[src/source/rvExec_defines.svh]
`ifndef RVEXEC_DEFINES_SVH
`define RVEXEC_DEFINES_SVH

// Data and address width
`define XLEN 32

// Architectural registers, x0 included
`define REG_COUNT 32

// Data memory depth in words, power of two
`define DMEM_WORDS 64

// First PC after reset
`define RESET_PC 32'h0000_0000

`endif
[src/source/rvExecPkg.sv]
`default_nettype none

`include "rvExec_defines.svh"

package rvExecPkg;

    typedef enum logic [6:0] {
        OP     = 7'b0110011,
        OP_IMM = 7'b0010011,
        LOAD   = 7'b0000011,
        STORE  = 7'b0100011,
        BRANCH = 7'b1100011,
        JAL    = 7'b1101111,
        JALR   = 7'b1100111,
        LUI    = 7'b0110111,
        AUIPC  = 7'b0010111
    } opcodeT;

    typedef enum logic [3:0] {
        ADD, SUB, SLL, SLT, SLTU, XOR, SRL, SRA, OR, AND, PASS_B
    } aluOpT;

    typedef enum logic [1:0] {
        RES_ALU = 2'd0,
        RES_MEM = 2'd1,
        RES_PC4 = 2'd2
    } resultSrcT;

    typedef enum logic [2:0] {
        IMM_I, IMM_S, IMM_B, IMM_U, IMM_J
    } immSrcT;

    typedef struct packed {
        logic [6:0] funct7;
        logic [4:0] rs2;
        logic [4:0] rs1;
        logic [2:0] funct3;
        logic [4:0] rd;
        opcodeT     opcode;
    } rTypeT;

    typedef struct packed {
        logic [11:0] imm;
        logic [4:0]  rs1;
        logic [2:0]  funct3;
        logic [4:0]  rd;
        opcodeT      opcode;
    } iTypeT;

    typedef struct packed {
        logic [6:0] immHigh;
        logic [4:0] rs2;
        logic [4:0] rs1;
        logic [2:0] funct3;
        logic [4:0] immLow;
        opcodeT     opcode;
    } sTypeT;

    // One instruction word, read through whichever format applies
    typedef union packed {
        rTypeT rType;
        iTypeT iType;
        sTypeT sType;
    } instrT;

    typedef struct packed {
        aluOpT     aluOp;
        logic      aluSrcA;    // PC instead of rs1
        logic      aluSrcB;    // Immediate instead of rs2
        immSrcT    immSrc;
        resultSrcT resultSrc;
        logic      regWrite;
        logic      memWrite;
    } ctrlT;

    typedef struct packed {
        logic zero;
        logic negative;        // Signed less, overflow corrected
        logic unsignedLess;
    } aluFlagsT;

    typedef struct packed {
        logic [`XLEN-1:0] pc;
        logic [4:0]       rd;
        logic             regWrite;
        logic [`XLEN-1:0] result;   // Store data for SW
        logic [`XLEN-1:0] nextPc;
    } retireT;

endpackage

`default_nettype wire

[src/source/aluUnit.sv]
`timescale 1ns/1ps
`default_nettype none

`include "rvExec_defines.svh"

module aluUnit import rvExecPkg::*; (
    input  aluOpT            aluOp,
    input  logic [`XLEN-1:0] operandA,
    input  logic [`XLEN-1:0] operandB,
    output logic [`XLEN-1:0] result,
    output aluFlagsT         flags
);

    logic [`XLEN:0]              diffWide;
    logic [`XLEN-1:0]            diff;
    logic                        overflow;
    logic [$clog2(`XLEN)-1:0]    shamt;

    assign diffWide = {1'b0, operandA} - {1'b0, operandB};
    assign diff     = diffWide[`XLEN-1:0];
    assign shamt    = operandB[$clog2(`XLEN)-1:0];

    // Operands of unlike sign whose difference flips sign
    assign overflow = (operandA[`XLEN-1] != operandB[`XLEN-1])
                   && (diff[`XLEN-1] != operandA[`XLEN-1]);

    assign flags.zero         = (diff == '0);
    assign flags.negative     = diff[`XLEN-1] ^ overflow;
    assign flags.unsignedLess = diffWide[`XLEN];   // Borrow out

    always_comb begin
        case (aluOp)
            ADD:    result = operandA + operandB;
            SUB:    result = diff;
            SLL:    result = operandA << shamt;
            SLT:    result = {{(`XLEN-1){1'b0}}, flags.negative};
            SLTU:   result = {{(`XLEN-1){1'b0}}, flags.unsignedLess};
            XOR:    result = operandA ^ operandB;
            SRL:    result = operandA >> shamt;
            SRA:    result = $signed(operandA) >>> shamt;
            OR:     result = operandA | operandB;
            AND:    result = operandA & operandB;
            PASS_B: result = operandB;              // LUI
            default: result = operandA + operandB;
        endcase
    end

endmodule

`default_nettype wire

[config.mk]
export PLATFORM = sky130hd
export DESIGN_NAME = aluUnit
export DESIGN_NICKNAME = d
export VERILOG_FILES = /design/src/source/rvExecPkg.sv /design/src/source/aluUnit.sv
export VERILOG_INCLUDE_DIRS = /design/src /design/src/source
export SDC_FILE = /design/constraint.sdc
export NUM_CORES = 1
export LEC_CHECK = 0
export BUFFER_PORTS_ARGS = -buffer_cell sky130_fd_sc_hd__buf_4
export CORE_ASPECT_RATIO = 1.1
export CORE_UTILIZATION = 30
export DETAILED_ROUTE_END_ITERATION = 8
export PLACE_DENSITY = 0.56
export REMOVE_ABC_BUFFERS = 1
export SYNTH_ARGS = -nofsm -noshare
export SYNTH_HDL_FRONTEND = slang
export SYNTH_SLANG_ARGS = --single-unit
[constraint.sdc]
create_clock -name vclk -period 16.15
set_input_delay 0.8075 -clock vclk [all_inputs]
set_output_delay 0.8075 -clock vclk [all_outputs]
set_load 0.005 [all_outputs]
==> reports/qor.yml <==
synth_warnings: 0
ys_seq_area_share_pct: 0
place_area_um2: 9970
overflow: 0
cap_violations: 0
multi_input_area_um2: 8250
required_ns: 15.34
totalWireLength_um: 47300
antenna_cells: 0
total_leakage_power_nw: 4.27
first_global_vias: 10834
power_density_nw_per_um2: 41.9
ant_nets: 0
fin_ws_ns: 8.25
p_sw_mw: 0.272
path_max_fanout: 53
ys_types: 81
hpwlAfterDp_um: 37200
antenna_found_initial: 0
setup_viol: 0
gp_congestion: 1.03
drt_iter0_drc: 1512
worstHoldEndpoint: "result[10]"
worstMarginPinSlew_ns: 1.12
die_x_um: 168
drc: 0
core_um2: 29600
slew_headroom_pct: 25.2
slew_violations: 0
via_count: 11674
final_area_um2: 9970
start_util_pct: 30.6
end_kind: "primary output"
syn-cell-area_um2: 9060
intPower_mw: 0.146
rsz0062_at_grt: "false"
track_usage_pct: 29.6
total_power_mw: 0.418
cp-start-kind: "primary input"
grt_pass1_wl_um: 69800
nFillCells: 3325
layout.area.seq_um2: 0
place_ws_ns: 8.44
dr.pass1.iters: 6
seq_cell_count: 0
syn2layout_area_growth_pct: 10.1
switching_share_pct: 65.0
drive_above_1_share_pct: 11.6
clockPowerShare_pct: 0
fmax_mhz: 127
peakVddDrop_mv: 0.0149
min_from: "operandB[10]"
via_per_inst: 6.39
hold_depth: 4
postSynthCellCount: 1443
io-pin-count: 103
nNetsFinal: 1622
post_cts_buffers: 0
die-area_um2: 30900
num_rows: 66
p_comb_share_pct: 100.0
p_seq_share_pct: 0
syn_area_per_cell_um2: 6.28
fin_crit_sh_pct: 48.9
hold_buffers: 0
die_y_um: 184
min_period_ns: 7.90
io_buffers: 103
hp-class: "primary input to primary output"
grt_max_degree: 80
status: "finished, final reports clean"
fin_setup_tns_ns: 0
ctsResizeCount: 0
synth_top_cell_by_area: "ha_1"
nClkBuffers: 0
ys_top_cells_by_area: "ha_1 13%, o21ai_0 8.3%, mux2i_1 8.1%"
wl_per_cell_um: 25.9
netlist.area_leader.share_pct: 13.4
crit_arrival_ns: 7.09
critPathKind: "primary input to primary output"
finalHoldViolCount: 0
[cell type report]
| type | instances | area share (%) |
|---|---|---|
| timing repair buffer | 117 | 8.81 |
| tap | 374 | 4.69 |
| inverter | 102 | 3.84 |
| multi-input combinational | 1233 | 82.7 |
[power groups by stage]
| stage | combinational [mW] | clock [mW] | sequential, mW |
|---|---|---|---|
| after global routing | 0.443 | 0 | 0 |
| after floorplan | 0.239 | 0 | 0 |
| after global placement | 0.405 | 0 | 0 |
| after CTS | 0.406 | 0 | 0 |
| after detailed placement | 0.404 | 0 | 0 |
| final | 0.418 | 0 | 0 |
[critical path, cell delays in order]
cell and delay, ns:
buf_4 0.27, inv_2 0.11, buf_4 0.61, ha_1 0.30
or2_1 0.13, o221ai_2 0.15, a21oi_2 0.32, a21o_1 0.24
or4_1 0.19, nand3_1 0.22, o31ai_1 0.59, a21oi_1 0.15
nor2_1 0.12, nor2_1 0.06, fa_1 0.49, nand2_1 0.13
a221oi_1 0.23, nand3_1 0.13, a2111o_1 0.31, nor4_1 0.25
nand4_1 0.14, nor4_1 0.37, nand4b_1 0.23, nor4_2 0.35
buf_4 0.17
[routing by layer]
layer  global-route usage, %  part of all wire, %  vias up  wire [um]
met3                    1.91                  7.8      133       3700
li1                        -                    -     5323          -
met1                    38.6                   41     5545      19300
met5                       0                    0        -          0
met2                    49.8                   46      673      21800
met4                    13.9                  5.5        0       2600
[synth_stat cells (all sizes together), types with 16 or more instances]
library cell  instances
nor2                186
o22ai                24
nor3                 28
a211oi               18
buf                  37
nand2               127
mux2i                73
a31oi                19
clkbuf               71
nor4                 16
nand3                30
xnor2                27
a221o                22
nand2b               18
o211ai               29
o21ai               157
a21oi               139
ha                   97
inv                 100
a21o                 18
a221oi               23
a22oi                20
[worst max-delay path by stage]
stage	cells past startpoint	slack, ns	endpoint	start
after global placement	25	8.59	flags[2]	operandB[1]
after floorplan	22	9.83	flags[2]	operandB[1]
after detailed placement	25	8.44	flags[2]	operandB[1]
after global routing	25	8.10	flags[2]	operandB[1]
after CTS	25	8.44	flags[2]	operandB[1]
final	25	8.25	flags[2]	operandB[1]
[stage by stage]
stage,std cells,util (%),hold slack [ns]
2_1_floorplan,1335,-,1.73
3_3_place_gp,1826,33.6,2.00
3_5_place_dp,1826,33.6,2.01
4_1_cts,1826,33.6,2.01
5_1_grt,1826,33.6,2.04
6_report,1826,33.6,2.00
[placed cells by master, fill, tap and decap left out, types with 5 or more instances in the layout]
cell type	synthesis	final
a21oi_1	135	135
mux2i_1	73	73
o211ai_1	27	27
a211o_1	10	10
a211oi_1	18	18
mux4_2	8	8
o21ai_0	151	151
a22oi_1	20	19
or2_2	6	6
a21o_1	18	18
nand3_1	30	30
nand2b_1	18	18
nand4_1	9	9
and2_1	5	5
o221ai_1	12	12
a221o_1	22	22
inv_2	8	8
nor2_1	186	183
nor2b_1	9	9
buf_4	4	117
xnor2_1	27	27
a31oi_1	18	18
o2111ai_1	6	6
nor3_1	28	27
nand2_1	127	127
o21bai_1	12	12
or3_1	6	6
or4_1	5	5
ha_1	97	97
a221oi_1	22	22
o22ai_1	24	24
o31ai_1	11	11
inv_1	92	92
nor4_1	13	13
[cell families after synthesis]
kind of cell | after synthesis | share of synthesized area [%]
AO/OA/AOI/OAI | 558 | 40.3
AND/OR/NAND/NOR | 463 | 23.3
buffers and inverters | 210 | 9.16
adder cells (fa/ha/maj) | 100 | 14.1
multiplexers | 84 | 10.4
XOR/XNOR | 28 | 2.71
Power figures use the tool's default switching activity.
