==> src/source/rvExec_defines.svh <==
`ifndef RVEXEC_DEFINES_SVH
`define RVEXEC_DEFINES_SVH

// Data and address width
`define XLEN 32

// Architectural registers, x0 included
`define REG_COUNT 32

// Data memory depth in words, power of two
`define DMEM_WORDS 64

// First PC after reset
`define RESET_PC 32'h0000_0000

`endif
==> src/source/rvExecPkg.sv <==
`default_nettype none

`include "rvExec_defines.svh"

package rvExecPkg;

    typedef enum logic [6:0] {
        OP     = 7'b0110011,
        OP_IMM = 7'b0010011,
        LOAD   = 7'b0000011,
        STORE  = 7'b0100011,
        BRANCH = 7'b1100011,
        JAL    = 7'b1101111,
        JALR   = 7'b1100111,
        LUI    = 7'b0110111,
        AUIPC  = 7'b0010111
    } opcodeT;

    typedef enum logic [3:0] {
        ADD, SUB, SLL, SLT, SLTU, XOR, SRL, SRA, OR, AND, PASS_B
    } aluOpT;

    typedef enum logic [1:0] {
        RES_ALU = 2'd0,
        RES_MEM = 2'd1,
        RES_PC4 = 2'd2
    } resultSrcT;

    typedef enum logic [2:0] {
        IMM_I, IMM_S, IMM_B, IMM_U, IMM_J
    } immSrcT;

    typedef struct packed {
        logic [6:0] funct7;
        logic [4:0] rs2;
        logic [4:0] rs1;
        logic [2:0] funct3;
        logic [4:0] rd;
        opcodeT     opcode;
    } rTypeT;

    typedef struct packed {
        logic [11:0] imm;
        logic [4:0]  rs1;
        logic [2:0]  funct3;
        logic [4:0]  rd;
        opcodeT      opcode;
    } iTypeT;

    typedef struct packed {
        logic [6:0] immHigh;
        logic [4:0] rs2;
        logic [4:0] rs1;
        logic [2:0] funct3;
        logic [4:0] immLow;
        opcodeT     opcode;
    } sTypeT;

    // One instruction word, read through whichever format applies
    typedef union packed {
        rTypeT rType;
        iTypeT iType;
        sTypeT sType;
    } instrT;

    typedef struct packed {
        aluOpT     aluOp;
        logic      aluSrcA;    // PC instead of rs1
        logic      aluSrcB;    // Immediate instead of rs2
        immSrcT    immSrc;
        resultSrcT resultSrc;
        logic      regWrite;
        logic      memWrite;
    } ctrlT;

    typedef struct packed {
        logic zero;
        logic negative;        // Signed less, overflow corrected
        logic unsignedLess;
    } aluFlagsT;

    typedef struct packed {
        logic [`XLEN-1:0] pc;
        logic [4:0]       rd;
        logic             regWrite;
        logic [`XLEN-1:0] result;   // Store data for SW
        logic [`XLEN-1:0] nextPc;
    } retireT;

endpackage

`default_nettype wire

==> src/source/immGen.sv <==
`timescale 1ns/1ps
`default_nettype none

`include "rvExec_defines.svh"

module immGen import rvExecPkg::*; (
    input  instrT            instr,
    input  immSrcT           immSrc,
    output logic [`XLEN-1:0] imm
);

    always_comb begin
        case (immSrc)
            IMM_S: begin
                imm = {{(`XLEN-12){instr.sType.immHigh[6]}},
                       instr.sType.immHigh, instr.sType.immLow};
            end
            IMM_B: begin
                // Bit 11 sits in immLow[0], bit 0 is implied
                imm = {{(`XLEN-12){instr.sType.immHigh[6]}},
                       instr.sType.immLow[0], instr.sType.immHigh[5:0],
                       instr.sType.immLow[4:1], 1'b0};
            end
            IMM_U: begin
                imm = {instr.rType.funct7, instr.rType.rs2, instr.rType.rs1,
                       instr.rType.funct3, 12'b0};
            end
            IMM_J: begin
                // Upper bits reuse the rs1 and funct3 fields
                imm = {{(`XLEN-20){instr.iType.imm[11]}},
                       instr.iType.rs1, instr.iType.funct3,
                       instr.iType.imm[0], instr.iType.imm[10:1], 1'b0};
            end
            default: begin
                imm = {{(`XLEN-12){instr.iType.imm[11]}}, instr.iType.imm};
            end
        endcase
    end

endmodule

`default_nettype wire

==> config.mk <==
export PLATFORM = sky130hd
export DESIGN_NAME = immGen
export DESIGN_NICKNAME = d
export VERILOG_FILES = /design/src/source/rvExecPkg.sv /design/src/source/immGen.sv
export VERILOG_INCLUDE_DIRS = /design/src /design/src/source
export SDC_FILE = /design/constraint.sdc
export NUM_CORES = 1
export LEC_CHECK = 0
export BUFFER_PORTS_ARGS = -buffer_cell sky130_fd_sc_hd__clkbuf_2
export CORE_MARGIN = 2
export CORE_UTILIZATION = 30
export DETAILED_ROUTE_END_ITERATION = 16
export PLACE_DENSITY = 0.72
export RECOVER_POWER = 25
export REMOVE_ABC_BUFFERS = 1
export SYNTH_ARGS = -nofsm -noshare
export SYNTH_HDL_FRONTEND = slang
export SYNTH_SLANG_ARGS = --single-unit
==> constraint.sdc <==
create_clock -name vclk -period 1.31
set_input_delay 0.0655 -clock vclk [all_inputs]
set_output_delay 0.0655 -clock vclk [all_outputs]
set_load 0.02 [all_outputs]
==> results.sh, run 1 <==
export IMPL_dieArea_um2=2340
export IMPL_hpwl_mm=1.59
export IMPL_holdPathEnd="imm[26]"
export IMPL_die_y_um=48.4
export IMPL_dp_cells=174
export IMPL_drtPass1Iterations=3
export IMPL_criticalPathCategory="input port to output port"
export IMPL_synthDistinctLibCells=25
export IMPL_n_clock_buffer=0
export IMPL_grt_ovfl_total=0
export IMPL_synth_area_um2=592
export IMPL_grt_pass1_vias=802
export IMPL_start_kind="input port"
export IMPL_ctsHoldBuffers=0
export IMPL_nets=184
export IMPL_outcome="finished, final reports clean"
export IMPL_vias=898
export IMPL_end_kind="output port"
export IMPL_cp_max_fo=13
export IMPL_grt_start_max_net_pins=15
export IMPL_wl_per_cell_um=11.7
export IMPL_viasPerCell=5.16
export IMPL_drv_cap=0
export IMPL_grtUsageTotal=0.165
export IMPL_required_ns=1.24
export IMPL_layout_drive_gt1_share=0.469
export IMPL_fmax_mhz=832
export IMPL_fin_cells=174
export IMPL_port_buffers=60
export IMPL_detail_route_iter0_violations=8
export IMPL_leakagePower_nw=0.532
export IMPL_yosys_warnings=0
export IMPL_worst_pin_slew_ns=0.342
export IMPL_core_area_um2=1900
export IMPL_area_growth_pct=55.2
export IMPL_slowest_stage="a211oi_1"
export IMPL_worstPathCellList="clkbuf_2, buf_4, nor2b_2, nor3_4, a211oi_1, clkbuf_2"
export IMPL_cp_num_buf_inv=3
export IMPL_min_period_ns=1.20
export IMPL_wl_mm=2.04
export IMPL_slew_headroom=0.771
export IMPL_regArea_um2=0
export IMPL_peakVddDrop_mv=0.164
export IMPL_slew_viol_final=0
export IMPL_start_util=0.311
export IMPL_grt_pass1_wl_mm=3.39
export IMPL_setup_viol=0
export IMPL_postSynthCellCount=90
export IMPL_drc=0
export IMPL_drtAntennaViolNets=0
export IMPL_antenna_found_initial=0
export IMPL_cp_top_family="buffers and inverters"
export IMPL_yosysSeqAreaShare=0
export IMPL_n_sequential_cell=0
export IMPL_die_w_um=48.4
export IMPL_rsz0062_at_grt="no"
export IMPL_min_from="instr[26]"
export IMPL_gp_congestion=0.698
export IMPL_num_antenna_cells=0
export IMPL_min_path_type="input port to output port"
export IMPL_hold_viol_final=0
export IMPL_cpMostUsedCell="clkbuf_2"
export IMPL_boundaryPins=67
export IMPL_slowest_delay_ns=0.23
export IMPL_period_share=0.918
export IMPL_num_rows=16
export IMPL_syn_avg_cell_area_um2=6.58
export IMPL_power_density_nw_per_um2=461
export IMPL_arrival_ns=1.14
export IMPL_hold_path_cell_count=3
export IMPL_setup_tns_ns=0
kinds of logic after synthesis:
kind of cell,Yosys count,synth area share
AO/OA/AOI/OAI,42,0.471
AND/OR/NAND/NOR,32,0.362
buffers and inverters,14,0.133
multiplexers,2,0.0338
cell type report:
class	count	area [um2]
fill	209	983
inverter	2	7.51
multi-input combinational	76	515
tap	27	33.8
timing repair buffer	69	362
layout by cell type, fill, tap and decap left out, types with 4 or more instances in the layout:
cell      synthesis  layout
clkbuf_2          1      55
o21ai_0           6       6
buf_4             3       9
o22ai_1           8       8
a21oi_1           6       6
nor2b_1           8       7
a21o_1           11      11
nor2_1            8       8
and3b_1           4       4
clkbuf_1          2       5
a211oi_1          8       8
tightest hold or removal path, cell delays in order:
cell and delay (ns):
clkbuf_2 0.08, a21o_1 0.10, clkbuf_2 0.15
synthesized netlist by cell type (2+ instances only):
| cell type | number | area [um2] |
|---|---|---|
| and4bb_2 | 2 | 25.0 |
| o22ai_1 | 8 | 50.1 |
| a22o_1 | 2 | 17.5 |
| o21ai_0 | 6 | 30.0 |
| a21oi_1 | 6 | 30.0 |
| nand2_1 | 3 | 11.3 |
| a211oi_1 | 8 | 60.1 |
| buf_4 | 3 | 22.5 |
| nor2_1 | 8 | 30.0 |
| nor2b_1 | 8 | 50.1 |
| and3b_1 | 4 | 35.0 |
| nand2b_1 | 2 | 12.5 |
| mux2i_1 | 2 | 20.0 |
| buf_2 | 5 | 25.0 |
| clkbuf_1 | 2 | 7.51 |
| a21o_1 | 11 | 82.6 |
| inv_1 | 2 | 7.51 |
worst max path at each step:
| stage | start | to | slack, ns | depth (start not counted) |
|---|---|---|---|---|
| 2_1_floorplan | immSrc[2] | imm[13] | -0.07 | 3 |
| 4_1_cts | immSrc[2] | imm[15] | 0.04 | 6 |
| 5_1_grt | immSrc[2] | imm[15] | 0.02 | 6 |
| 3_5_place_dp | immSrc[2] | imm[15] | 0.05 | 6 |
| 3_3_place_gp | immSrc[2] | imm[13] | 0.1 | 6 |
| 6_report | immSrc[2] | imm[15] | 0.11 | 6 |
repair_timing:
item                                    in CTS  in global routing
resized for setup                            0                  1
endpoints found under the setup margin       0                  4
buffers inserted                             0                  0
layer usage:
layer | up-vias | wire length, um | track usage
li1 | 457 | - | -
met2 | 34 | 993 | 0.331
met5 | - | 0 | 0
met3 | 0 | 170 | 0.0340
met4 | 0 | 0 | 0.00952
met1 | 407 | 871 | 0.184
stage by stage:
| stage | instance area [um2] | hold slack (ns) | worst slack, ns | total power (W) | util |
|---|---|---|---|---|---|
| finish | 918 | 0.465 | 0.108 | 0.000423 | 0.483 |
| CTS | 922 | 0.467 | 0.0444 | 0.000426 | 0.485 |
| detailed placement | 922 | 0.466 | 0.0518 | 0.000425 | 0.485 |
| floorplan | 520 | 0.131 | -0.0716 | 0.000232 | - |
| global route | 918 | 0.486 | 0.0192 | 0.000458 | 0.483 |
| global placement | 922 | 0.468 | 0.0974 | 0.000415 | 0.485 |
power breakdown:
part           leakage [nW]  switching (W)  total [W]  internal [W]
registers                 0              0          0             0
clock network             0              0          0             0
logic                 0.532       0.000255   0.000423      0.000168
total                 0.532       0.000255   0.000423      0.000168
(Power assumes the default switching activity.)
==> run 2: changes to the inputs <==
Settings changed: BUFFER_PORTS_ARGS -buffer_cell sky130_fd_sc_hd__clkbuf_2 to -buffer_cell sky130_fd_sc_hd__buf_4, TNS_END_PERCENT from default to 10.
==> results.sh, run 2 (synthesized netlist as in run 1, its figures left out) <==
export IMPL_finalHoldWorstSlack_ns=0.439
export IMPL_outcome="finished, final reports clean"
export IMPL_hold_viol_final=0
export IMPL_drv_cap=0
export IMPL_setup_ws_ns=0.112
export IMPL_start_kind="input port"
export IMPL_drtPass1Iterations=4
export IMPL_drtAntennaViolNets=0
export IMPL_die_w_um=48.4
export IMPL_ctsHoldBuffers=0
export IMPL_num_rows=16
export IMPL_peakVddDrop_mv=0.244
export IMPL_cpMostUsedCell="buf_4"
export IMPL_gp_congestion=0.740
export IMPL_leakagePower_nw=0.564
export IMPL_regArea_um2=0
export IMPL_slowest_stage="and3b_1"
export IMPL_fillers=187
export IMPL_wl_per_cell_um=11.6
export IMPL_port_buffers=60
export IMPL_start_util=0.311
export IMPL_fmax_mhz=835
export IMPL_worstPathCellList="buf_4, and3b_1, clkbuf_2, a21o_1, buf_4"
export IMPL_n_clock_buffer=0
export IMPL_antenna_found_initial=0
export IMPL_power_density_nw_per_um2=466
export IMPL_vias=888
export IMPL_required_ns=1.24
export IMPL_core_area_um2=1900
export IMPL_grt_pass1_vias=763
export IMPL_dieArea_um2=2340
export IMPL_drc=0
export IMPL_hpwl_mm=1.63
export IMPL_boundaryPins=67
export IMPL_period_share=0.915
export IMPL_slew_viol_final=0
export IMPL_dp_slack_ns=0.128
export IMPL_detail_route_iter0_violations=12
export IMPL_n_sequential_cell=0
export IMPL_layout_common_cells="buf_4, a21o_1"
export IMPL_wl_mm=1.99
export IMPL_area_growth_pct=74.6
export IMPL_criticalPathCategory="input port to output port"
export IMPL_die_y_um=48.4
export IMPL_min_period_ns=1.20
export IMPL_rsz0062_at_grt="no"
export IMPL_slowest_delay_ns=0.31
export IMPL_slew_headroom=0.641
export IMPL_cp_max_fo=15
export IMPL_min_path_type="input port to output port"
export IMPL_setup_viol=0
export IMPL_end_kind="output port"
export IMPL_mostFrequentLayoutCell="buf_4"
export IMPL_grt_pass1_wl_mm=3.25
export IMPL_grt_start_max_net_pins=17
export IMPL_cts_setup_buffers=0
export IMPL_worst_pin_slew_ns=0.538
export IMPL_nets=181
export IMPL_num_antenna_cells=0
export IMPL_post_cts_resize_count=0
export IMPL_viasPerCell=5.19
export IMPL_layout_drive_gt1_share=0.479
export IMPL_grt_ovfl_total=0
export IMPL_grtUsageTotal=0.160
export IMPL_arrival_ns=1.13
run 2: critical path, delay by kind of cell:
| kind | cells | cell delay, ns |
|---|---|---|
| AND/OR/NAND/NOR | 1 | 0.31 |
| buffers and inverters | 3 | 0.59 |
| AO/OA/AOI/OAI | 1 | 0.16 |
run 2: area by class of cell:
type,instances,area [um2],area share
multi-input combinational,76,513,0.496
timing repair buffer,66,479,0.464
inverter,2,7.51,0.00726
tap,27,33.8,0.0327
run 2: per-layer routing:
metal	GRT usage	up-vias	routed length, um
met4	0	0	0
li1	-	447	-
met1	0.192	409	813
met5	0	-	0
met2	0.308	32	997
met3	0.0340	0	177
run 2: through the flow:
stage               TNS (ns)  utilization  cells  total power (W)  instance area [um2]
finish                     0        0.543    171         0.000481                 1030
global route               0        0.543    171         0.000516                 1030
CTS                        0        0.552    171         0.000492                 1050
detailed placement         0        0.552    171         0.000491                 1050
global placement           0        0.552    171         0.000483                 1050
floorplan             -0.290            -     78         0.000232                  520
run 2: power breakdown:
group | internal [W] | switching [W]
Clock | 0 | 0
Combinational | 0.000228 | 0.000253
Sequential | 0 | 0
run 2: path summary, 6_finish.rpt:
kind | start | to | slack (ns) | cells past startpoint
min | instr[25] | imm[25] | 0.44 | 3
max | immSrc[1] | imm[27] | 0.11 | 5
==> run 3: changes to the inputs <==
Settings changed: ABC_AREA from default to 1, CAP_MARGIN from default to 20, PLACE_DENSITY 0.72 to 0.84.
==> results.sh, run 3 <==
export IMPL_min_from="instr[12]"
export IMPL_slowest_delay_ns=0.23
export IMPL_area_growth_pct=99.4
export IMPL_crit_start="immSrc[2]"
export IMPL_n_clock_buffer=0
export IMPL_period_share=0.862
export IMPL_viasPerCell=4.65
export IMPL_drtAntennaViolNets=0
export IMPL_num_rows=13
export IMPL_fillers=127
export IMPL_core_area_um2=1300
export IMPL_synthTopCellsByArea="nand2_1, o211ai_1, nand3_1"
export IMPL_start_util=0.322
export IMPL_grt_pass1_vias=548
export IMPL_syn_avg_cell_area_um2=5.11
export IMPL_layout_drive_gt1_share=0.457
export IMPL_post_cts_resize_count=0
export IMPL_drtPass1Iterations=4
export IMPL_cts_setup_buffers=0
export IMPL_finalHoldWorstSlack_ns=0.420
export IMPL_min_path_type="input port to output port"
export IMPL_n_sequential_cell=0
export IMPL_yosysSeqAreaShare=0
export IMPL_hpwl_mm=1.30
export IMPL_grtUsageMet3=0
export IMPL_yosys_warnings=0
export IMPL_top_usage_layer="met2"
export IMPL_die_y_um=41.4
export IMPL_grtUsageTotal=0.171
export IMPL_regArea_um2=0
export IMPL_layout_common_cells="buf_4, nand2_1, inv_1"
export IMPL_setup_ws_ns=0.181
export IMPL_ctsHoldBuffers=0
export IMPL_gr_usage_met1=0.213
export IMPL_grt_ovfl_total=0
export IMPL_drc=0
export IMPL_synthDistinctLibCells=13
export IMPL_start_kind="input port"
export IMPL_arrival_ns=1.06
export IMPL_end_kind="output port"
export IMPL_leakagePower_nw=0.500
export IMPL_power_density_nw_per_um2=507
export IMPL_vias=711
export IMPL_num_antenna_cells=0
export IMPL_cp_max_fo=19
export IMPL_synth_area_um2=419
export IMPL_postSynthCellCount=82
export IMPL_synth_largest_area_cell="nand2_1"
export IMPL_min_period_ns=1.13
export IMPL_slowest_stage="nand3_4"
export IMPL_antenna_found_initial=0
export IMPL_wl_per_cell_um=9.77
export IMPL_boundaryPins=67
export IMPL_worstPathCellList="buf_4, inv_1, nand3_4, nand3_4, o211ai_1, buf_4"
export IMPL_dp_slack_ns=0.234
export IMPL_grt_start_max_net_pins=20
export IMPL_rsz0062_at_grt="no"
export IMPL_setup_viol=0
export IMPL_use_met2=0.344
export IMPL_gp_congestion=0.728
export IMPL_synth_top_cell_area_share=0.296
export IMPL_final_util=0.642
export IMPL_mostFrequentLayoutCell="buf_4"
export IMPL_slew_headroom=0.835
export IMPL_outcome="finished, final reports clean"
export IMPL_hold_viol_final=0
export IMPL_dieArea_um2=1710
export IMPL_slew_viol_final=0
export IMPL_wl_mm=1.50
export IMPL_synth_commonest_cells="nand2_1, inv_1, nand3_1"
export IMPL_yosysMostFrequentCell="nand2_1"
export IMPL_peakVddDrop_mv=0.240
export IMPL_setup_tns_ns=0
export IMPL_nets=175
export IMPL_detail_route_iter0_violations=5
export IMPL_drv_cap=0
export IMPL_criticalPathCategory="input port to output port"
export IMPL_worst_pin_slew_ns=0.248
export IMPL_die_w_um=41.4
export IMPL_grt_pass1_wl_mm=2.11
export IMPL_fmax_mhz=886
export IMPL_required_ns=1.24
export IMPL_port_buffers=60
run 3: cell count changes after synthesis, sizes merged, moves of 5 or more:
cell / before / now
o22ai: 8 / 0
nand3: 0 / 10
o211ai: 0 / 7
nand2: 3 / 36
nor2b: 9 / 0
a211oi: 8 / 0
inv: 2 / 11
a21o: 11 / 0
buf: 9 / 4
a21oi: 6 / 0
run 3: metrics by stage:
| stage | power, W | instance area [um2] | std cells |
|---|---|---|---|
| after floorplan | 0.000211 | 382 | 78 |
| after global placement | 0.000431 | 851 | 153 |
| after detailed placement | 0.000436 | 851 | 153 |
| after CTS | 0.000437 | 851 | 153 |
| after global routing | 0.000461 | 836 | 153 |
| final | 0.000424 | 836 | 153 |
run 3: layer usage:
layer  vias to the layer above  wire, um
met5                         -         0
met1                       302       588
met4                         0         0
met3                         0       103
met2                        31       803
li1                        378         -
run 3: worst paths after layout:
kind,to,slack [ns],cells after the start
max,imm[25],0.18,6
min,imm[12],0.42,4
run 3: critical path: cells and delay by family:
family          cells  cell delay, ns
buf+inv             3            0.47
simple gates        2            0.40
compound gates      1            0.12
run 3: report_power, final:
part           total (W)  internal [W]  switching (W)  leakage [nW]
clock                  0             0              0             0
combinational   0.000424      0.000187       0.000236         0.500
sequential             0             0              0             0
total           0.000424      0.000187       0.000236         0.500
run 3: logic make-up (layout without fill, tap and decap cells):
kind of cell / after synthesis / count (layout) / share of synthesized area
AO/OA/AOI/OAI: 11 / 11 / 0.173
buffers and inverters: 15 / 71 / 0.188
AND/OR/NAND/NOR: 56 / 56 / 0.639
run 3: layout make-up:
type	count	area (um2)	share of cell area
Inverter	11	41.3	0.0494
Timing Repair Buffer	60	435	0.521
Multi-Input combinational cell	67	340	0.407
Tap cell	15	18.8	0.0225
