===== src/source/rvExec_defines.svh =====
`ifndef RVEXEC_DEFINES_SVH
`define RVEXEC_DEFINES_SVH

// Data and address width
`define XLEN 32

// Architectural registers, x0 included
`define REG_COUNT 32

// Data memory depth in words, power of two
`define DMEM_WORDS 64

// First PC after reset
`define RESET_PC 32'h0000_0000

`endif

===== src/source/rvExecPkg.sv =====
`default_nettype none

`include "rvExec_defines.svh"

package rvExecPkg;

    typedef enum logic [6:0] {
        OP     = 7'b0110011,
        OP_IMM = 7'b0010011,
        LOAD   = 7'b0000011,
        STORE  = 7'b0100011,
        BRANCH = 7'b1100011,
        JAL    = 7'b1101111,
        JALR   = 7'b1100111,
        LUI    = 7'b0110111,
        AUIPC  = 7'b0010111
    } opcodeT;

    typedef enum logic [3:0] {
        ADD, SUB, SLL, SLT, SLTU, XOR, SRL, SRA, OR, AND, PASS_B
    } aluOpT;

    typedef enum logic [1:0] {
        RES_ALU = 2'd0,
        RES_MEM = 2'd1,
        RES_PC4 = 2'd2
    } resultSrcT;

    typedef enum logic [2:0] {
        IMM_I, IMM_S, IMM_B, IMM_U, IMM_J
    } immSrcT;

    typedef struct packed {
        logic [6:0] funct7;
        logic [4:0] rs2;
        logic [4:0] rs1;
        logic [2:0] funct3;
        logic [4:0] rd;
        opcodeT     opcode;
    } rTypeT;

    typedef struct packed {
        logic [11:0] imm;
        logic [4:0]  rs1;
        logic [2:0]  funct3;
        logic [4:0]  rd;
        opcodeT      opcode;
    } iTypeT;

    typedef struct packed {
        logic [6:0] immHigh;
        logic [4:0] rs2;
        logic [4:0] rs1;
        logic [2:0] funct3;
        logic [4:0] immLow;
        opcodeT     opcode;
    } sTypeT;

    // One instruction word, read through whichever format applies
    typedef union packed {
        rTypeT rType;
        iTypeT iType;
        sTypeT sType;
    } instrT;

    typedef struct packed {
        aluOpT     aluOp;
        logic      aluSrcA;    // PC instead of rs1
        logic      aluSrcB;    // Immediate instead of rs2
        immSrcT    immSrc;
        resultSrcT resultSrc;
        logic      regWrite;
        logic      memWrite;
    } ctrlT;

    typedef struct packed {
        logic zero;
        logic negative;        // Signed less, overflow corrected
        logic unsignedLess;
    } aluFlagsT;

    typedef struct packed {
        logic [`XLEN-1:0] pc;
        logic [4:0]       rd;
        logic             regWrite;
        logic [`XLEN-1:0] result;   // Store data for SW
        logic [`XLEN-1:0] nextPc;
    } retireT;

endpackage

`default_nettype wire


===== src/source/controlUnit.sv =====
`timescale 1ns/1ps
`default_nettype none

`include "rvExec_defines.svh"

module controlUnit import rvExecPkg::*; (
    input  logic             clk,
    input  logic             rstN,
    input  instrT            instr,
    input  logic             instrValid,
    input  logic             stall,
    input  aluFlagsT         flags,
    input  logic [`XLEN-1:0] imm,
    input  logic [`XLEN-1:0] aluResult,
    input  logic [`XLEN-1:0] storeData,
    input  logic [`XLEN-1:0] memReadData,
    output ctrlT             ctrl,
    output logic             commit,
    output logic [`XLEN-1:0] pc,
    output logic [`XLEN-1:0] writeData,
    output retireT           retire,
    output logic             retireValid
);

    opcodeT           opcode;
    logic [2:0]       funct3;
    logic             isRType;
    logic             altOp;
    aluOpT            arithOp;
    logic             branchTaken;
    logic [`XLEN-1:0] pcPlus4;
    logic [`XLEN-1:0] pcPlusImm;
    logic [`XLEN-1:0] nextPc;

    assign opcode  = instr.rType.opcode;
    assign funct3  = instr.rType.funct3;
    assign isRType = (opcode == OP);
    // SUB, SRA and SRAI all sit on instruction bit 30
    assign altOp   = instr.rType.funct7[5];
    assign commit  = instrValid && !stall;

    always_comb begin
        case (funct3)
            3'b000: arithOp = (isRType && altOp) ? SUB : ADD;
            3'b001: arithOp = SLL;
            3'b010: arithOp = SLT;
            3'b011: arithOp = SLTU;
            3'b100: arithOp = XOR;
            3'b101: arithOp = altOp ? SRA : SRL;
            3'b110: arithOp = OR;
            default: arithOp = AND;
        endcase
    end

    always_comb begin
        ctrl.aluOp     = ADD;          // Safe defaults for unknown opcodes
        ctrl.aluSrcA   = 1'b0;
        ctrl.aluSrcB   = 1'b0;
        ctrl.immSrc    = IMM_I;
        ctrl.resultSrc = RES_ALU;
        ctrl.regWrite  = 1'b0;
        ctrl.memWrite  = 1'b0;
        case (opcode)
            OP: begin
                ctrl.aluOp    = arithOp;
                ctrl.regWrite = 1'b1;
            end
            OP_IMM: begin
                ctrl.aluOp    = arithOp;
                ctrl.aluSrcB  = 1'b1;
                ctrl.regWrite = 1'b1;
            end
            LOAD: begin
                ctrl.aluSrcB   = 1'b1;
                ctrl.resultSrc = RES_MEM;
                ctrl.regWrite  = 1'b1;
            end
            STORE: begin
                ctrl.aluSrcB  = 1'b1;
                ctrl.immSrc   = IMM_S;
                ctrl.memWrite = 1'b1;
            end
            BRANCH: begin
                ctrl.aluOp  = SUB;     // rs1 - rs2 sets the flags
                ctrl.immSrc = IMM_B;
            end
            JAL: begin
                ctrl.aluSrcA   = 1'b1;
                ctrl.aluSrcB   = 1'b1;
                ctrl.immSrc    = IMM_J;
                ctrl.resultSrc = RES_PC4;
                ctrl.regWrite  = 1'b1;
            end
            JALR: begin
                ctrl.aluSrcB   = 1'b1;
                ctrl.resultSrc = RES_PC4;
                ctrl.regWrite  = 1'b1;
            end
            LUI: begin
                ctrl.aluOp    = PASS_B;
                ctrl.aluSrcB  = 1'b1;
                ctrl.immSrc   = IMM_U;
                ctrl.regWrite = 1'b1;
            end
            AUIPC: begin
                ctrl.aluSrcA  = 1'b1;
                ctrl.aluSrcB  = 1'b1;
                ctrl.immSrc   = IMM_U;
                ctrl.regWrite = 1'b1;
            end
            default: ;
        endcase
        if (stall) begin
            ctrl.regWrite = 1'b0;      // Squashed, nothing written
            ctrl.memWrite = 1'b0;
        end
    end

    always_comb begin
        case (funct3)
            3'b000: branchTaken = flags.zero;            // BEQ
            3'b001: branchTaken = !flags.zero;           // BNE
            3'b100: branchTaken = flags.negative;        // BLT
            3'b101: branchTaken = !flags.negative;       // BGE
            3'b110: branchTaken = flags.unsignedLess;    // BLTU
            3'b111: branchTaken = !flags.unsignedLess;   // BGEU
            default: branchTaken = 1'b0;
        endcase
    end

    assign pcPlus4   = pc + `XLEN'd4;
    assign pcPlusImm = pc + imm;       // Branch and JAL target adder

    always_comb begin
        case (opcode)
            JAL:     nextPc = pcPlusImm;
            JALR:    nextPc = {aluResult[`XLEN-1:1], 1'b0};
            BRANCH:  nextPc = branchTaken ? pcPlusImm : pcPlus4;
            default: nextPc = pcPlus4;
        endcase
    end

    always_comb begin
        case (ctrl.resultSrc)
            RES_MEM: writeData = memReadData;
            RES_PC4: writeData = pcPlus4;
            default: writeData = aluResult;
        endcase
    end

    always_ff @(posedge clk or negedge rstN) begin
        if (!rstN) begin
            pc          <= `RESET_PC;
            retireValid <= 1'b0;
        end else begin
            retireValid <= commit;     // One-cycle strobe per commit
            if (commit) begin
                pc <= nextPc;
            end
        end
    end

    always_ff @(posedge clk) begin
        if (commit) begin
            retire.pc       <= pc;
            retire.rd       <= instr.rType.rd;
            retire.regWrite <= ctrl.regWrite;
            retire.result   <= ctrl.memWrite ? storeData : writeData;
            retire.nextPc   <= nextPc;
        end
    end

    assert property (@(posedge clk) disable iff (!rstN)
        !(ctrl.regWrite && ctrl.memWrite));

    assert property (@(posedge clk) disable iff (!rstN)
        retireValid |-> $past(commit));

endmodule

`default_nettype wire


===== config.mk =====
export PLATFORM = sky130hd
export DESIGN_NAME = controlUnit
export DESIGN_NICKNAME = d
export VERILOG_FILES = /design/src/source/rvExecPkg.sv /design/src/source/controlUnit.sv
export VERILOG_INCLUDE_DIRS = /design/src /design/src/source
export SDC_FILE = /design/constraint.sdc
export NUM_CORES = 1
export LEC_CHECK = 0
export BUFFER_PORTS_ARGS = -buffer_cell sky130_fd_sc_hd__buf_2
export CORE_AREA = 2 2 149 136
export CTS_CLUSTER_DIAMETER = 30
export DETAILED_ROUTE_END_ITERATION = 16
export DIE_AREA = 0 0 151 138
export PLACE_DENSITY_LB_ADDON = 0.12
export SLEW_MARGIN = 15
export SYNTH_ARGS = -nofsm -noshare
export SYNTH_HDL_FRONTEND = slang
export SYNTH_SLANG_ARGS = --single-unit

===== constraint.sdc =====
create_clock -name clk -period 4.2 [get_ports clk]
set_input_delay 0.21 -clock clk [delete_from_list [all_inputs] [get_ports clk]]
set_output_delay 0.21 -clock clk [all_outputs]
set_load 0.005 [all_outputs]

==> flow_summary.yaml, run 1 <==
timing:
  tns_ns: 0
  max-slew-margin-rel_pct: 35.42
  slew_violations: 0
  setup_viol: 0
  hold_viol: 0
  max_freq_mhz: 309.5
  timing.hold.ws_ns: 0.08025
  period_minus_slack_ns: 3.231
  worstMarginPinSlew_ns: 0.9686
  finClkSkew_ns: 0.01005
  rsz0062_at_grt: "no"
  fin_crit_sh_pct: 76.92
min_path:
  worst_hold_path_type: "in -> reg"
  hold_path_startpoint: "storeData[22]"
  whs_path_depth: 2
  worstHoldEndpoint: "retire[54]"
power:
  power.density_nw_per_um2: 472.8
  ir_drop_uv: 280.1
  p_leak_nw: 4.857
global_route:
  grt_max_degree: 103
  grt_pass1_wl_um: 44300
  grt_overflow: 0
  antenna_found_initial: 0
  first_global_vias: 7853
  track_usage_pct: 27.81
floorplanning:
  fp.dieArea_sq_um: 20840
  start_util_pct: 43.86
  rows: 49
  core_region_area_sq_um: 19500
  num_io_pins: 348
  die_height_um: 138
  dieWidth_um: 151
worst_setup_path:
  arrival_ns: 3.02
  r2r_cells: 11
  crit_fanout: 9
  cp.required_ns: 3.99
  worstReg2RegStart: "pc[0]"
  critical_path_class: "reg -> out"
  ff2ff_setup_slack_ns: 1.01
  reg2reg_to: "retire[28]"
  cp-start-kind: "flop"
  cp-end-kind: "output port"
place:
  gp_congestion: 0.8725
  dpl.hpwl_um: 21870
  dpl.cell_count: 1404
  numPortBuffers: 331
clocking:
  postCtsSetupRepairBufs: 0
  cts_resized: 0
  clk_pin_slew_worst_paths_ns: 0.07
  clockRootBuffer: "clkbuf_16"
  max-clock-path-buffers: 2
  cts_made_buffers: 17
  hold_buffers: 6
  cts.sinks: 135
  h-tree-depth: 4
  cts_tree: "done"
  clk_latency_ns: 0.43
yosys:
  yosysSeqAreaShare_pct: 45.48
  ys_types: 76
  synth_top_family_by_area: "compound AO/OA/AOI/OAI gates"
  synth_compound_area_share_pct: 19.99
  synth_cells: 852
  synth-adder-area-share_pct: 5.209
  synth-edff-count: 102
  yosys-mux-area-fraction_pct: 6.234
  ys_ff_latch: 135
  avgSynthCellArea_sq_um: 10.04
  synth_area_sq_um: 8551
  yosys.area_share.simple_pct: 14.38
  synth_xor_xnor_area_share_pct: 5.487
  ys_async_sr_fraction_pct: 24.44
  synth_nets: 1054
  ys_warn_count: 0
  ys.flop_type: "edfxtp_1"
routing:
  drt_iter0_markers: 515
  drt_pass1_iterations: 5
  wl_um: 29310
  ant_nets: 0
  via_per_inst: 5.632
  drt_drc_violations_left: 0
  vias: 8122
  wl_per_cell_um: 20.33
final_layout:
  finalNetCount: 1376
  area_growth_pct: 29.57
  drive_above_1_share_pct: 37.24
  diodes: 0
  fill_cells: 1793
  fin_cells: 1442
run:
  maxCapViolCount: 0
status:
  status: "finished clean"
==> logic make-up after synthesis <==
kind of cell	count (synthesis)
buffers and inverters	69
AND/OR/NAND/NOR	257
multiplexers	48
XOR/XNOR	52
adder cells (fa/ha/maj)	35
AO/OA/AOI/OAI	256
flip-flops	135
==> layout make-up <==
| cell class | count | area, sq um | area share (%) |
|---|---|---|---|
| repair buffers | 350 | 1814 | 16.37 |
| clock inverters | 15 | 136.4 | 1.231 |
| inverters | 22 | 87.58 | 0.7905 |
| well taps | 255 | 319.1 | 2.880 |
| clock buffers | 17 | 425.4 | 3.840 |
| flip-flops and latches | 135 | 3889 | 35.10 |
| multi-input cells | 648 | 4408 | 39.79 |
==> cells in the mapped netlist, types with 3 or more instances <==
cell type  instances  area [sq um]
a211o_1            3         26.28
o21bai_1           5         37.54
edfxtp_1         102          3063
a21o_1            13         97.59
ha_1              34         425.4
and4_1             6         52.55
clkbuf_1          33         123.9
nor2b_1            5         31.28
nand4_1           13         81.33
or3_1              3         18.77
nor3_1            10         50.05
o21ai_0           69         345.3
mux2i_1            6         60.06
mux2_2            42         473.0
nand3_1           21         105.1
a22o_1             4         35.03
o21a_1             3         22.52
o211ai_1           5         37.54
o21ai_1           12         60.06
nand2_1          110         412.9
dfrtp_1           33         825.8
nor2_1            45         168.9
a222oi_1           5         50.05
xor2_1            15         131.4
nor4_1             8         50.05
buf_2             12         60.06
and2_1             6         37.54
a21oi_1           42         210.2
a211oi_1           4         30.03
xnor2_1           36         315.3
and3_1             7         43.79
a2bb2oi_1          3         26.28
a22oi_1           47         352.8
inv_1             21         78.83
nand2b_1          10         62.56
a31oi_1           10         62.56
==> routing by layer <==
metal  vias up  GRT usage, %  wire (um)  part of all wire, %
met4         0         6.788        349                  1.2
met5         -             0          0                    0
met3        29         6.073       2496                  8.5
met2       387         44.95      13700                   47
met1      3824         38.19      12760                   44
li1       3882             -          -                    -
==> how the worst max path moves through the flow <==
stage	slack [ns]	cells after the start	endpoint	from
after CTS	0.96	8	writeData[31]	pc[4]
after detailed placement	1.06	11	retire[28]	pc[0]
after global placement	1.11	11	retire[28]	pc[0]
final	0.97	8	writeData[31]	pc[4]
after floorplan	0.04	5	pc[24]	stall
after global routing	0.77	11	retire[28]	pc[0]
==> registers in the layout, summed over array words and instances (netlist names) <==
signal,flops
retireValid,1
pc,32
retire,102
==> where the power goes <==
group          switching [mW]  internal, mW  total [mW]
sequential              0.262          1.69        1.95
combinational            1.03         0.807        1.84
clock                   0.667         0.780        1.45
total                    1.96          3.27        5.24
==> worst max-delay path, stage by stage, from the launching register on <==
cell and delay [ns]:
dfrtp_1 0.56, and4_1 0.41, nand3_1 0.26, nor4_2 0.46, nand3_1 0.21, xnor2_1 0.25
a22oi_1 0.09, o21ai_1 0.19, buf_2 0.15
==> per-stage QoR <==
stage	area, sq um	worst slack (ns)	util (%)	power, mW
6_report	11080	0.9694	56.83	5.239
5_1_grt	11080	0.7688	56.83	5.546
4_1_cts	11080	0.9584	56.83	5.244
3_5_place_dp	10460	1.057	53.64	3.786
3_3_place_gp	10460	1.105	53.64	3.769
2_1_floorplan	8551	0.03764	-	3.115
==> cells in the final DEF, fill, tap and decap left out, types with 7 or more instances in the layout <==
| cell | netlist | final |
|---|---|---|
| clkbuf_16 | 0 | 17 |
| nor4_1 | 8 | 8 |
| nand4_1 | 13 | 13 |
| o21ai_0 | 69 | 69 |
| nand2b_1 | 10 | 10 |
| a21oi_1 | 42 | 42 |
| nand2_1 | 110 | 110 |
| nor3_1 | 10 | 9 |
| a22oi_1 | 47 | 47 |
| nor2_1 | 45 | 44 |
| dfrtp_1 | 33 | 33 |
| inv_1 | 21 | 21 |
| xor2_1 | 15 | 15 |
| a31oi_1 | 10 | 9 |
| edfxtp_1 | 102 | 102 |
| buf_2 | 12 | 331 |
| a21o_1 | 13 | 13 |
| xnor2_1 | 36 | 36 |
| ha_1 | 34 | 33 |
| mux2_2 | 42 | 42 |
| o21ai_1 | 12 | 12 |
| nand3_1 | 21 | 21 |
| buf_4 | 0 | 13 |
| and3_1 | 7 | 7 |
Note: power is estimated with default switching activity, not from simulation.
==> run 2: changes to the inputs <==
clock period = 3.4 ns   (was 4.2 ns; I/O delays follow)
==> run 2 against run 1 <==
Against the previous run: critical path depth unchanged; sequential share of layout area down 0.25 points; first-iteration DRC count up 25%; core utilization up 0.41 points; critical endpoint unchanged; sequential cell count unchanged; count of clock-buffer cells in the layout unchanged; non-clock buffer count up 7; clock power up 24%; worst setup slack worse by 0.72 ns; sequential power up 23%; die area unchanged.
==> flow_summary.yaml, run 2 (same netlist as run 1, synthesis figures left out) <==
status:
  status: "finished clean"
power:
  power_switching_mw: 2.447
  p_leak_nw: 4.912
  clkPwrFrac_pct: 27.6
  p_int_mw: 4.082
  switching_share_pct: 37.48
  pwr-share-comb_pct: 35.9
  ir_drop_uv: 325.1
  power_frac_seq_pct: 36.5
  power.density_nw_per_um2: 585.0
  p_total_mw: 6.529
clocking:
  max-clock-path-buffers: 2
  h-tree-depth: 4
  clk_pin_slew_worst_paths_ns: 0.07
  clk_latency_ns: 0.42
  cts_made_buffers: 17
  postCtsSetupRepairBufs: 0
  cts.sinks: 135
  cts_tree: "done"
  clockRootBuffer: "clkbuf_16"
timing:
  slew_violations: 0
  max-slew-margin-rel_pct: 31.76
  rsz0062_at_grt: "no"
  max_freq_mhz: 317.5
  hold_viol: 0
  fin_crit_sh_pct: 92.64
  period_minus_slack_ns: 3.150
  timing.hold.ws_ns: 0.04464
  worstMarginPinSlew_ns: 1.018
  finClkSkew_ns: 0.008395
  tns_ns: 0
  setup_viol: 0
floorplanning:
  dieWidth_um: 151
  num_io_pins: 348
  core_region_area_sq_um: 19500
  start_util_pct: 43.86
  die_height_um: 138
  fp.dieArea_sq_um: 20840
  rows: 49
place:
  gp_congestion: 0.9298
  numPortBuffers: 331
  dpl.hpwl_um: 22300
  dpl_cell_area_sq_um: 10540
final_layout:
  area_growth_pct: 30.51
  layout_commonest_cell: "buf_2"
  top_register: "retire"
  final_cell_mix: "buf_2 (331), nand2_1 (110), edfxtp_1 (102), o21ai_0 (69), a22oi_1 (47)"
  largest_reg_flops: 102
  diodes: 0
  reg_top3: "retire x102, pc x32, retireValid x1"
  finalNetCount: 1383
  fill_cells: 1758
  design_area_sq_um: 11160
  drive_above_1_share_pct: 37.60
worst_setup_path:
  ff2ff_setup_slack_ns: 0.37
  reg2reg_to: "retire[28]"
  cp-start-kind: "flop"
  worstReg2RegStart: "pc[0]"
  cp.required_ns: 3.23
  cp-end-kind: "output port"
  critical_path_class: "reg -> out"
  arrival_ns: 2.98
  crit_fanout: 9
  r2r_cells: 11
routing:
  vias: 8191
  ant_nets: 0
  drt_pass1_iterations: 5
  wl_um: 29900
  drt_iter0_markers: 643
  drt_drc_violations_left: 0
  wl_per_cell_um: 20.64
  via_per_inst: 5.653
global_route:
  track_usage_pct: 28.03
  grt_max_degree: 83
  first_global_vias: 7868
  grt_pass1_wl_um: 44670
  grt_overflow: 0
  antenna_found_initial: 1
run:
  maxCapViolCount: 0
min_path:
  whs_path_depth: 3
  worst_hold_path_type: "in -> reg"
  hold_path_startpoint: "aluResult[6]"
  worstHoldEndpoint: "pc[6]"
run 2: cell count changes in the layout (fill, tap and decap cells not counted), sizes merged:
cell / before / now
clkinv: 3 / 4
clkinvlp: 4 / 2
buf: 344 / 351
inv: 30 / 31
run 2: cell type report:
| cell class | count | area, sq um | share of cell area (%) |
|---|---|---|---|
| Multi-Input combinational cell | 648 | 4408 | 39.50 |
| Clock buffer | 17 | 425.4 | 3.812 |
| Clock inverter | 15 | 138.9 | 1.245 |
| Timing Repair Buffer | 357 | 1892 | 16.95 |
| Inverter | 22 | 87.58 | 0.7848 |
| Sequential cell | 135 | 3889 | 34.85 |
| Tap cell | 255 | 319.1 | 2.859 |
run 2: worst max path at each step:
stage	start	end	slack, ns	cells past startpoint
floorplan	pc[0]	retire[28]	0.82	11
global placement	pc[10]	retire[27]	0.45	9
detailed placement	pc[0]	retire[28]	0.44	11
CTS	pc[4]	writeData[31]	0.23	8
global route	pc[5]	writeData[31]	0.12	8
finish	pc[4]	writeData[31]	0.25	8
run 2: per-layer routing:
metal  part of all wire (%)  GRT usage, %  up-vias
met2                     48         47.01      414
met3                    8.7         6.007       34
met4                    1.2         5.952        2
met1                     42         37.43     3856
met5                  0.043             0        -
li1                       -             -     3885
run 2: stage by stage:
stage                     worst slack [ns]  cells  utilization, %
after floorplan                     0.8199    852               -
after global placement              0.4485   1411           54.04
after detailed placement            0.4395   1411           54.04
after CTS                           0.2255   1449           57.24
after global routing                0.1211   1449           57.24
final                               0.2502   1449           57.24
run 2: power by group through the flow:
stage                     Clock (mW)  Sequential, mW  Combinational (mW)
final                           1.80            2.39                2.34
after CTS                       1.83            2.38                2.33
after floorplan                    0            2.36                1.48
after global placement             0            2.40                2.30
after global routing            1.89            2.42                2.58
after detailed placement           0            2.41                2.31
run 2: worst max-delay path, stage by stage (launching register included):
cell and delay, ns:
dfrtp_1 0.54, and4_1 0.42, nand3_1 0.27, nor4_2 0.45, nand3_1 0.22, xnor2_1 0.23
a22oi_1 0.09, o21ai_1 0.18, buf_2 0.15
run 2: timing repair:
item,4_1_cts,5_1_grt
hold buffers,6,0
hold endpoints to repair,38,0
gates resized for setup,0,0
==> run 3: changes to the inputs <==
CORE_AREA = 2 2 101 200   (was 2 2 149 136)
DIE_AREA = 0 0 103 202   (was 0 0 151 138)
==> run 3 against run 2 <==
Against the previous run: critical path depth is the same; combinational power increased by 8%; clock skew is 0.0023 ns lower; cell count rose by 0.28%; non-clock buffer count unchanged; sequential cell count unchanged; global-route usage up 3.5 points; routed wire length up 11%; clock power is 23% higher; total power is 9.4% higher; die area down 0.15%; critical endpoint is now writeData[27]; largest cell class unchanged; largest power group is now combinational logic.
==> flow_summary.yaml, run 3 (same netlist as run 1, synthesis figures left out) <==
min_path:
  worst_hold_path_type: "in -> reg"
clocking:
  clk_pin_slew_worst_paths_ns: 0.06
  cts_made_buffers: 17
  max-clock-path-buffers: 2
  cts.sinks: 135
  clockRootBuffer: "clkbuf_16"
  cts_resized: 0
  cts_tree: "done"
  h-tree-depth: 4
  clk_latency_ns: 0.44
final_layout:
  fill_cells: 1808
  final_core_util_pct: 58.67
  layout_commonest_cell: "buf_2"
  area_growth_pct: 32.28
  largest_reg_flops: 102
  finalNetCount: 1383
  top_register: "retire"
  drive_above_1_share_pct: 37.52
  reg_top3: "retire x102, pc x32, retireValid x1"
  diodes: 0
  final_cell_mix: "buf_2 (331), nand2_1 (110), edfxtp_1 (102), o21ai_0 (69), a22oi_1 (47)"
power:
  power_frac_seq_pct: 33.7
  power.density_nw_per_um2: 631.3
  p_int_mw: 4.629
  power_switching_mw: 2.512
  clkPwrFrac_pct: 31.0
  pwr-share-comb_pct: 35.3
  p_total_mw: 7.141
  switching_share_pct: 35.18
  ir_drop_uv: 340.9
  p_leak_nw: 4.979
timing:
  max_freq_mhz: 314.7
  worstMarginPinSlew_ns: 0.9429
  tns_ns: 0
  max-slew-margin-rel_pct: 37.14
  fin_crit_sh_pct: 93.45
  hold_viol: 0
  slew_violations: 0
  rsz0062_at_grt: "no"
  timing.hold.ws_ns: 0.03823
  setup_viol: 0
  finClkSkew_ns: 0.006117
  period_minus_slack_ns: 3.177
floorplanning:
  start_util_pct: 44.35
  num_io_pins: 348
  core_region_area_sq_um: 19280
  rows: 72
  dieWidth_um: 103
  die_height_um: 202
  fp.dieArea_sq_um: 20810
global_route:
  track_usage_pct: 31.56
  first_global_vias: 8301
  grt_max_degree: 50
  antenna_found_initial: 0
  grt_pass1_wl_um: 47580
  grt_overflow: 0
routing:
  wl_um: 33110
  wl_per_cell_um: 22.78
  ant_nets: 0
  drt_pass1_iterations: 5
  drt_iter0_markers: 432
  drt_drc_violations_left: 0
  via_per_inst: 5.730
  vias: 8325
place:
  dpl.hpwl_um: 26160
  numPortBuffers: 331
  gp_congestion: 0.9381
worst_setup_path:
  crit_fanout: 8
  arrival_ns: 3.01
  path_cells: "and3_1 -> nand4_1 -> nor4_2 -> nand4_1 -> xnor2_1 -> a22oi_1 -> o21ai_1 -> buf_2"
  cp-start-kind: "flop"
  cp-end-kind: "output port"
  critical_path_class: "reg -> out"
  cp.required_ns: 3.23
  crit_top_cell: "nand4_1"
  slowest_stage: "dfrtp_1"
  max_stage_delay_ns: 0.56
run:
  maxCapViolCount: 0
status:
  status: "finished clean"
[run 3: cell types whose count changed in the layout (fill, tap and decap cells not counted), moves of 2 or more]
cell,delta
bufinv_16,+7
clkbuf_8,+2
clkinv_4,+2
clkinvlp_4,-2
inv_6,-5
inv_8,-4
[run 3: cell type report]
cell class / count / area [sq um] / area share (%)
flip-flops and latches: 135 / 3889 / 34.38
clock buffers: 20 / 456.7 / 4.038
well taps: 259 / 324.1 / 2.865
clock inverters: 12 / 246.5 / 2.179
repair buffers: 357 / 1904 / 16.84
inverters: 22 / 87.58 / 0.7743
multi-input cells: 648 / 4403 / 38.93
[run 3: stage by stage]
step / std cells / worst slack, ns / cell area, sq um
floorplan: 852 / 0.8199 / 8552
global placement: 1415 / 0.3719 / 10550
detailed placement: 1415 / 0.3142 / 10550
CTS: 1453 / 0.1857 / 11310
global route: 1453 / 0.04669 / 11310
finish: 1453 / 0.2226 / 11310
[run 3: timing repair]
action	CTS	global route
endpoints found under the hold margin	38	0
buffers inserted	0	0
hold buffers	6	0
[run 3: path summary, 6_finish.rpt]
check	from	endpoint	slack, ns	depth (start not counted)
worst max-delay path	pc[12]	writeData[27]	0.22	8
min in group asynchronous	rstN	pc[11]	0.43	2
worst max register to register	pc[0]	retire[28]	0.29	11
worst min register to register	pc[3]	retire[73]	0.58	0
max in group asynchronous	rstN	pc[24]	2.38	2
worst min-delay path	storeData[10]	retire[42]	0.04	2
[run 3: power by group through the flow]
stage	combinational, mW	clock, mW	sequential [mW]
6_report	2.52	2.21	2.41
3_3_place_gp	2.47	0	2.43
2_1_floorplan	1.48	0	2.36
3_5_place_dp	2.49	0	2.43
5_1_grt	2.75	2.29	2.44
4_1_cts	2.51	2.24	2.40
[run 3: worst max-delay path, delay by kind of cell, from the launching register on]
kind	cells	cell delay, ns
compound gates	2	0.42
xor+xnor	1	0.27
buf+inv	1	0.18
flops	1	0.56
simple gates	4	1.14
[run 3: routing by layer]
metal  global-route usage (%)  vias to the layer above  wire length [um]
met3                    6.501                      102              2227
met4                    21.24                        0              2413
li1                         -                     3871                 -
met1                    31.17                     3934             10720
met5                        0                        -                 0
met2                    56.73                      418             17740
